**src/octavo_defines.svh**
```systemverilog
//------------------------------
// Widths and memory map of the four-thread core
// Thread count is fixed by the pipeline depth
//------------------------------
`ifndef OCTAVO_DEFINES_SVH
`define OCTAVO_DEFINES_SVH

`define WORD_WIDTH        16
`define ADDR_WIDTH        8
`define OPCODE_WIDTH      4

`define THREAD_COUNT      4
`define THREAD_BITS       2

// Shared addresses, never translated
`define IO_BASE           8'hF0
`define IO_IN_ADDR        8'hF0
`define IO_OUT_ADDR       8'hF8
`define OFFSET_ADDR       8'hF9

// Reset spacing of per-thread code and data
`define THREAD_CODE_SPAN  64
`define THREAD_DATA_SPAN  60

`endif

```
**src/octavo_isa_pkg.sv**
```systemverilog
//------------------------------
// Instruction format: opcode, D, A, B (28 bits)
//------------------------------
`default_nettype none
`include "octavo_defines.svh"

package octavo_isa_pkg;

    // Codes 7 to 15 all decode to NOP
    typedef enum logic [`OPCODE_WIDTH-1:0] {
        ADD = 4'd0,
        SUB = 4'd1,
        AND = 4'd2,
        OR  = 4'd3,
        XOR = 4'd4,
        JMP = 4'd5,
        JZ  = 4'd6,
        NOP = 4'd7
    } opcode_e;

    typedef logic [`OPCODE_WIDTH-1:0] op_field_t;
    typedef logic [`ADDR_WIDTH-1:0]   operand_field_t;

    typedef struct packed {
        op_field_t      op;
        operand_field_t d;
        operand_field_t a;
        operand_field_t b;
    } instr_t;

    typedef enum logic [1:0] {
        BR_NONE,
        BR_JMP,
        BR_JZ
    } branch_e;

    typedef struct packed {
        opcode_e op;
        logic    writes;
        branch_e branch;
    } uop_t;

    typedef struct packed {
        logic                    valid;
        logic [`THREAD_BITS-1:0] thread;
        uop_t                    uop;
        operand_field_t          d;
        operand_field_t          a;
        operand_field_t          b;
    } issue_t;

endpackage

`default_nettype wire

```
**src/octavo_mem_pkg.sv**
```systemverilog
//------------------------------
// Data-side types, needs octavo_isa_pkg compiled first
//------------------------------
`default_nettype none
`include "octavo_defines.svh"

package octavo_mem_pkg;

    typedef logic [`WORD_WIDTH-1:0]  word_t;
    typedef logic [`ADDR_WIDTH-1:0]  addr_t;
    typedef logic [`THREAD_BITS-1:0] thread_t;

    typedef enum logic [1:0] {
        MEM,
        IO,
        OFFSET,
        NONE
    } kind_e;

    typedef struct packed {
        kind_e kind;
        addr_t addr;
    } operand_t;

    typedef struct packed {
        logic                 valid;
        thread_t              thread;
        octavo_isa_pkg::uop_t uop;
        operand_t             a;
        operand_t             b;
        operand_t             d;
    } xlat_t;

    typedef enum logic {
        TGT_INSTR,
        TGT_DATA
    } target_e;

    // Data loads keep only the low word of data
    typedef struct packed {
        target_e                target;
        addr_t                  addr;
        octavo_isa_pkg::instr_t data;
    } load_t;

    typedef struct packed {
        thread_t thread;
        addr_t   value;
    } offset_wr_t;

endpackage

`default_nettype wire

```
**src/address_translation.sv**
```systemverilog
//------------------------------
// Per-thread offsets apply to addresses below IO_BASE only
//------------------------------
`timescale 1ns/1ps
`default_nettype none
`include "octavo_defines.svh"

module address_translation (
    input  wire                              clock,
    input  wire                              arst_n,
    input  wire octavo_isa_pkg::issue_t      issue,
    input  wire                              offset_wr,
    input  wire octavo_mem_pkg::offset_wr_t  offset_wr_data,
    output octavo_mem_pkg::xlat_t            xlat
);
    import octavo_isa_pkg::*;
    import octavo_mem_pkg::*;

    addr_t offset [`THREAD_COUNT];
    addr_t thread_offset;

    function automatic operand_t map_source(operand_field_t raw, addr_t base);
        operand_t res;
        res.addr = raw;
        if (raw < `IO_BASE) begin
            res.kind = MEM;
            res.addr = raw + base;
        end else if (raw == `IO_IN_ADDR) begin
            res.kind = IO;
        end else begin
            res.kind = NONE;
        end
        return res;
    endfunction

    function automatic operand_t map_dest(operand_field_t raw, addr_t base);
        operand_t res;
        res.addr = raw;
        if (raw < `IO_BASE) begin
            res.kind = MEM;
            res.addr = raw + base;
        end else if (raw == `IO_OUT_ADDR) begin
            res.kind = IO;
        end else if (raw == `OFFSET_ADDR) begin
            res.kind = OFFSET;
        end else begin
            res.kind = NONE;
        end
        return res;
    endfunction

    always_ff @(posedge clock or negedge arst_n) begin
        if (!arst_n) begin
            for (int t = 0; t < `THREAD_COUNT; t++) begin
                offset[t] <= addr_t'(t * `THREAD_DATA_SPAN);
            end
        end else if (offset_wr) begin
            offset[offset_wr_data.thread] <= offset_wr_data.value;
        end
    end

    assign thread_offset = offset[issue.thread];

    always_comb begin
        xlat.valid  = issue.valid;
        xlat.thread = issue.thread;
        xlat.uop    = issue.uop;
        xlat.a      = map_source(issue.a, thread_offset);
        xlat.b      = map_source(issue.b, thread_offset);
        xlat.d      = map_dest(issue.d, thread_offset);
    end

    // An offset update lands before its own thread translates again
    assert property (@(posedge clock) disable iff (!arst_n)
        offset_wr && issue.valid |-> offset_wr_data.thread != issue.thread)
        else $error("offset write meets a translation of the same thread");

endmodule

`default_nettype wire

```
**config.mk**
```make
export PLATFORM = sky130hd
export DESIGN_NAME = address_translation
export DESIGN_NICKNAME = d
export VERILOG_FILES = /design/src/octavo_isa_pkg.sv /design/src/octavo_mem_pkg.sv /design/src/address_translation.sv
export VERILOG_INCLUDE_DIRS = /design/src
export SDC_FILE = /design/constraint.sdc
export NUM_CORES = 1
export LEC_CHECK = 0
export BUFFER_PORTS_ARGS = -buffer_cell sky130_fd_sc_hd__buf_2
export CORE_MARGIN = 5
export CORE_UTILIZATION = 30
export DETAILED_ROUTE_END_ITERATION = 8
export PLACE_DENSITY = 0.6
export SYNTH_ARGS = -nofsm -noshare
export SYNTH_HDL_FRONTEND = slang
export SYNTH_SLANG_ARGS = --single-unit
```
**constraint.sdc**
```tcl
create_clock -name clock -period 2.83 [get_ports clock]
set_input_delay 0.1415 -clock clock [delete_from_list [all_inputs] [get_ports clock]]
set_output_delay 0.1415 -clock clock [all_outputs]
set_load 0.02 [all_outputs]
```
==> out/results.tsv <==
metric	value	unit
antenna_found_initial	0	
fin_crit	2.683	ns
synth_edf_count	0	
rsz0062_at_grt	yes	
clkPwrFrac	0.164	
relSlewSlack	0.5349	
maxSlewViolCount	0	
cpPeakStageDelay	0.58	ns
worst-r2r-cell-count	1	
switchingPower	0.9134	mW
synth_area	2660	um2
yosysWarnings	0	
diodes	0	
whs_path_depth	2	
synth_top_area_cell	dfrtp_1	
hold_class	primary input to register	
critPathLaunchType	register	
die_area	10850	um2
seqCellArea	815.8	um2
tns	0	ns
cp_num_buf_inv	1	
maxCapViolations	0	
grt_pass1_vias	2290	
die_y	104.2	um
synthTopCellsByArea	dfrtp_1, mux2_2, dfstp_2	
grt_pass1_wl	11.01	mm
drt-initial-drc-count	67	
io_pins	87	
place_hpwl	5.509	mm
ant_nets	0	
nNetsFinal	406	
syn_avg_cell_area	9.889	um2
clkLatencyLatePin	0.28	ns
drc_errors	0	
total_power	2.192	mW
endpoint_kind	primary output	
ys.flop_type	dfrtp_1	
layout.cells.non_filler	444	
wire_per_inst	15.13	um
cts_root_buffer	clkbuf_8	
hold_start	offset_wr_data[0]	
synthesis.nets	340	
switching_share	0.4166	
min_delay_worst_endpoint	offset[24]	
cell_internal_pwr	1.279	mW
multiInputGateArea	1693	um2
fp-row-count	34	
rrSetupSlack	2.06	ns
crit_family	multiplexers	
drt-total-wl	6.718	mm
timing.rr.end	offset[17]	
grt_max_degree	33	
cp_slowest_cell	mux4_1	
h-tree-depth	2	
fill_cells	922	
ys_seq_area_frac	0.3067	
yosys_register_bits	32	
p_leak	1.503	nW
status	finished, final reports clean	
synth_cell_types	34	
top_register	offset	
reg_top3	offset x32	
cts_tree	done	
first_pass_iters	4	
cts.sinks	32	
ctsLongestPathBuffers	2	
grt-ovfl-total	0	
vias	2243	
largest_register_ffs	32	
power_density	689.3	nW/um2
synthTopCellsByCount	mux2_2, nand2_1, o21ai_0, ha_1, dfrtp_1	
place_inst	435	
fin_skew	0	ns
grt_use_total	0.1210	
tightest_slew	0.6977	ns
netlist_instances	269	
combPwrFrac	0.559	
cp_max_fo	4	
numCtsBuffers	5	
hold_viol	0	
floorplan.initialDensity	0.3065	
r2r_start	offset[17]	
crit_chain	mux4_1 > ha_1 > nor2b_1 > o21ai_1 > a21oi_2 > nor3_1 > a211oi_1 > buf_2	
irDropWorstVdd	0.0002716	V
yosysMostFrequentCell	mux2_2	
setup_violations	0	
synth_top_area_share	0.1881	
cp.required	2.69	ns
finalCritPeriodShare	0.9479	
power_frac_seq	0.277	
postSynth.asyncResetShare	1.000	
path_class	register to primary output	
die_w	104.2	um
core	8678	um2
clk_pin_slew	0.06	ns
io_buffers	70	
via_per_inst	5.052	
syn_to_final_growth	19.57	%
max_freq	0.3728	GHz
drive_above_1_share	0.3958	
critPathArrivalTime	2.54	ns
place_congestion	0.8250	
==> cell type report <==
| type | instances | area share |
|---|---|---|
| well taps | 108 | 0.04249 |
| flip-flops and latches | 32 | 0.2565 |
| clock buffers | 8 | 0.02832 |
| inverters | 17 | 0.02006 |
| multi-input cells | 205 | 0.5323 |
| repair buffers | 74 | 0.1204 |
==> layout by cell type (no fill, tap or decap), types with 9 or more instances in the layout <==
cell type and instances:
nand2_1 25, ha_1 21, mux2_2 32, xor2_1 9, o21ai_0 16, dfstp_2 12, buf_2 70, a21oi_1 15
inv_1 16, dfrtp_1 20, nor2_1 17
==> metal layers <==
layer | vias to the layer above | global-route usage | part of all wire
li1 | 1101 | - | -
met1 | 1059 | 0.1461 | 0.43
met2 | 74 | 0.2090 | 0.48
met3 | 9 | 0.03414 | 0.066
met4 | 0 | 0.03515 | 0.016
met5 | - | 0 | 0
==> worst max path at each step <==
stage          cells past startpoint       end  slack (ns)       start
6_report                           8  xlat[16]        0.15  offset[26]
5_1_grt                            8  xlat[16]       -0.02  offset[26]
4_1_cts                            8  xlat[26]       0.006  offset[26]
3_5_place_dp                      11  xlat[26]        0.26   issue[31]
3_3_place_gp                       9   xlat[5]        0.27   issue[31]
2_1_floorplan                      8  xlat[26]        0.38   issue[31]
==> power groups by stage <==
stage               sequential [mW]  combinational (mW)  clock (mW)
floorplan                     0.598               0.879           0
global placement              0.610                1.19           0
detailed placement            0.615                1.21           0
CTS                           0.607                1.22       0.371
global route                  0.617                1.36       0.388
finish                        0.607                1.23       0.360
==> kinds of logic after synthesis <==
group	after synthesis	synth area share
AND/OR/NAND/NOR	70	0.1284
AO/OA/AOI/OAI	56	0.1199
multiplexers	43	0.2215
buffers and inverters	32	0.06256
flip-flops	32	0.3067
adder cells (fa/ha/maj)	24	0.1214
XOR/XNOR	12	0.03951
==> through the flow <==
step / utilization / hold slack, ns / setup slack (ns) / area (um2)
6_report: 0.3665 / 0.1330 / 0.1473 / 3181
5_1_grt: 0.3665 / 0.1351 / -0.02252 / 3181
4_1_cts: 0.3659 / 0.1213 / 0.006174 / 3176
3_5_place_dp: 0.3532 / 0.2247 / 0.2597 / 3065
3_3_place_gp: 0.3532 / 0.2183 / 0.2701 / 3065
2_1_floorplan: - / -0.1541 / 0.3788 / 2660
==> timing repair <==
| action | in CTS | in global routing |
|---|---|---|
| buffers inserted | 0 | 0 |
| resized for setup | 2 | 12 |
| hold buffers | 1 | 0 |
| setup endpoints to repair | 2 | 11 |
| endpoints found under the hold margin | 20 | 0 |
| pin swaps | 0 | 2 |
Note: power is estimated with default switching activity, not from simulation.
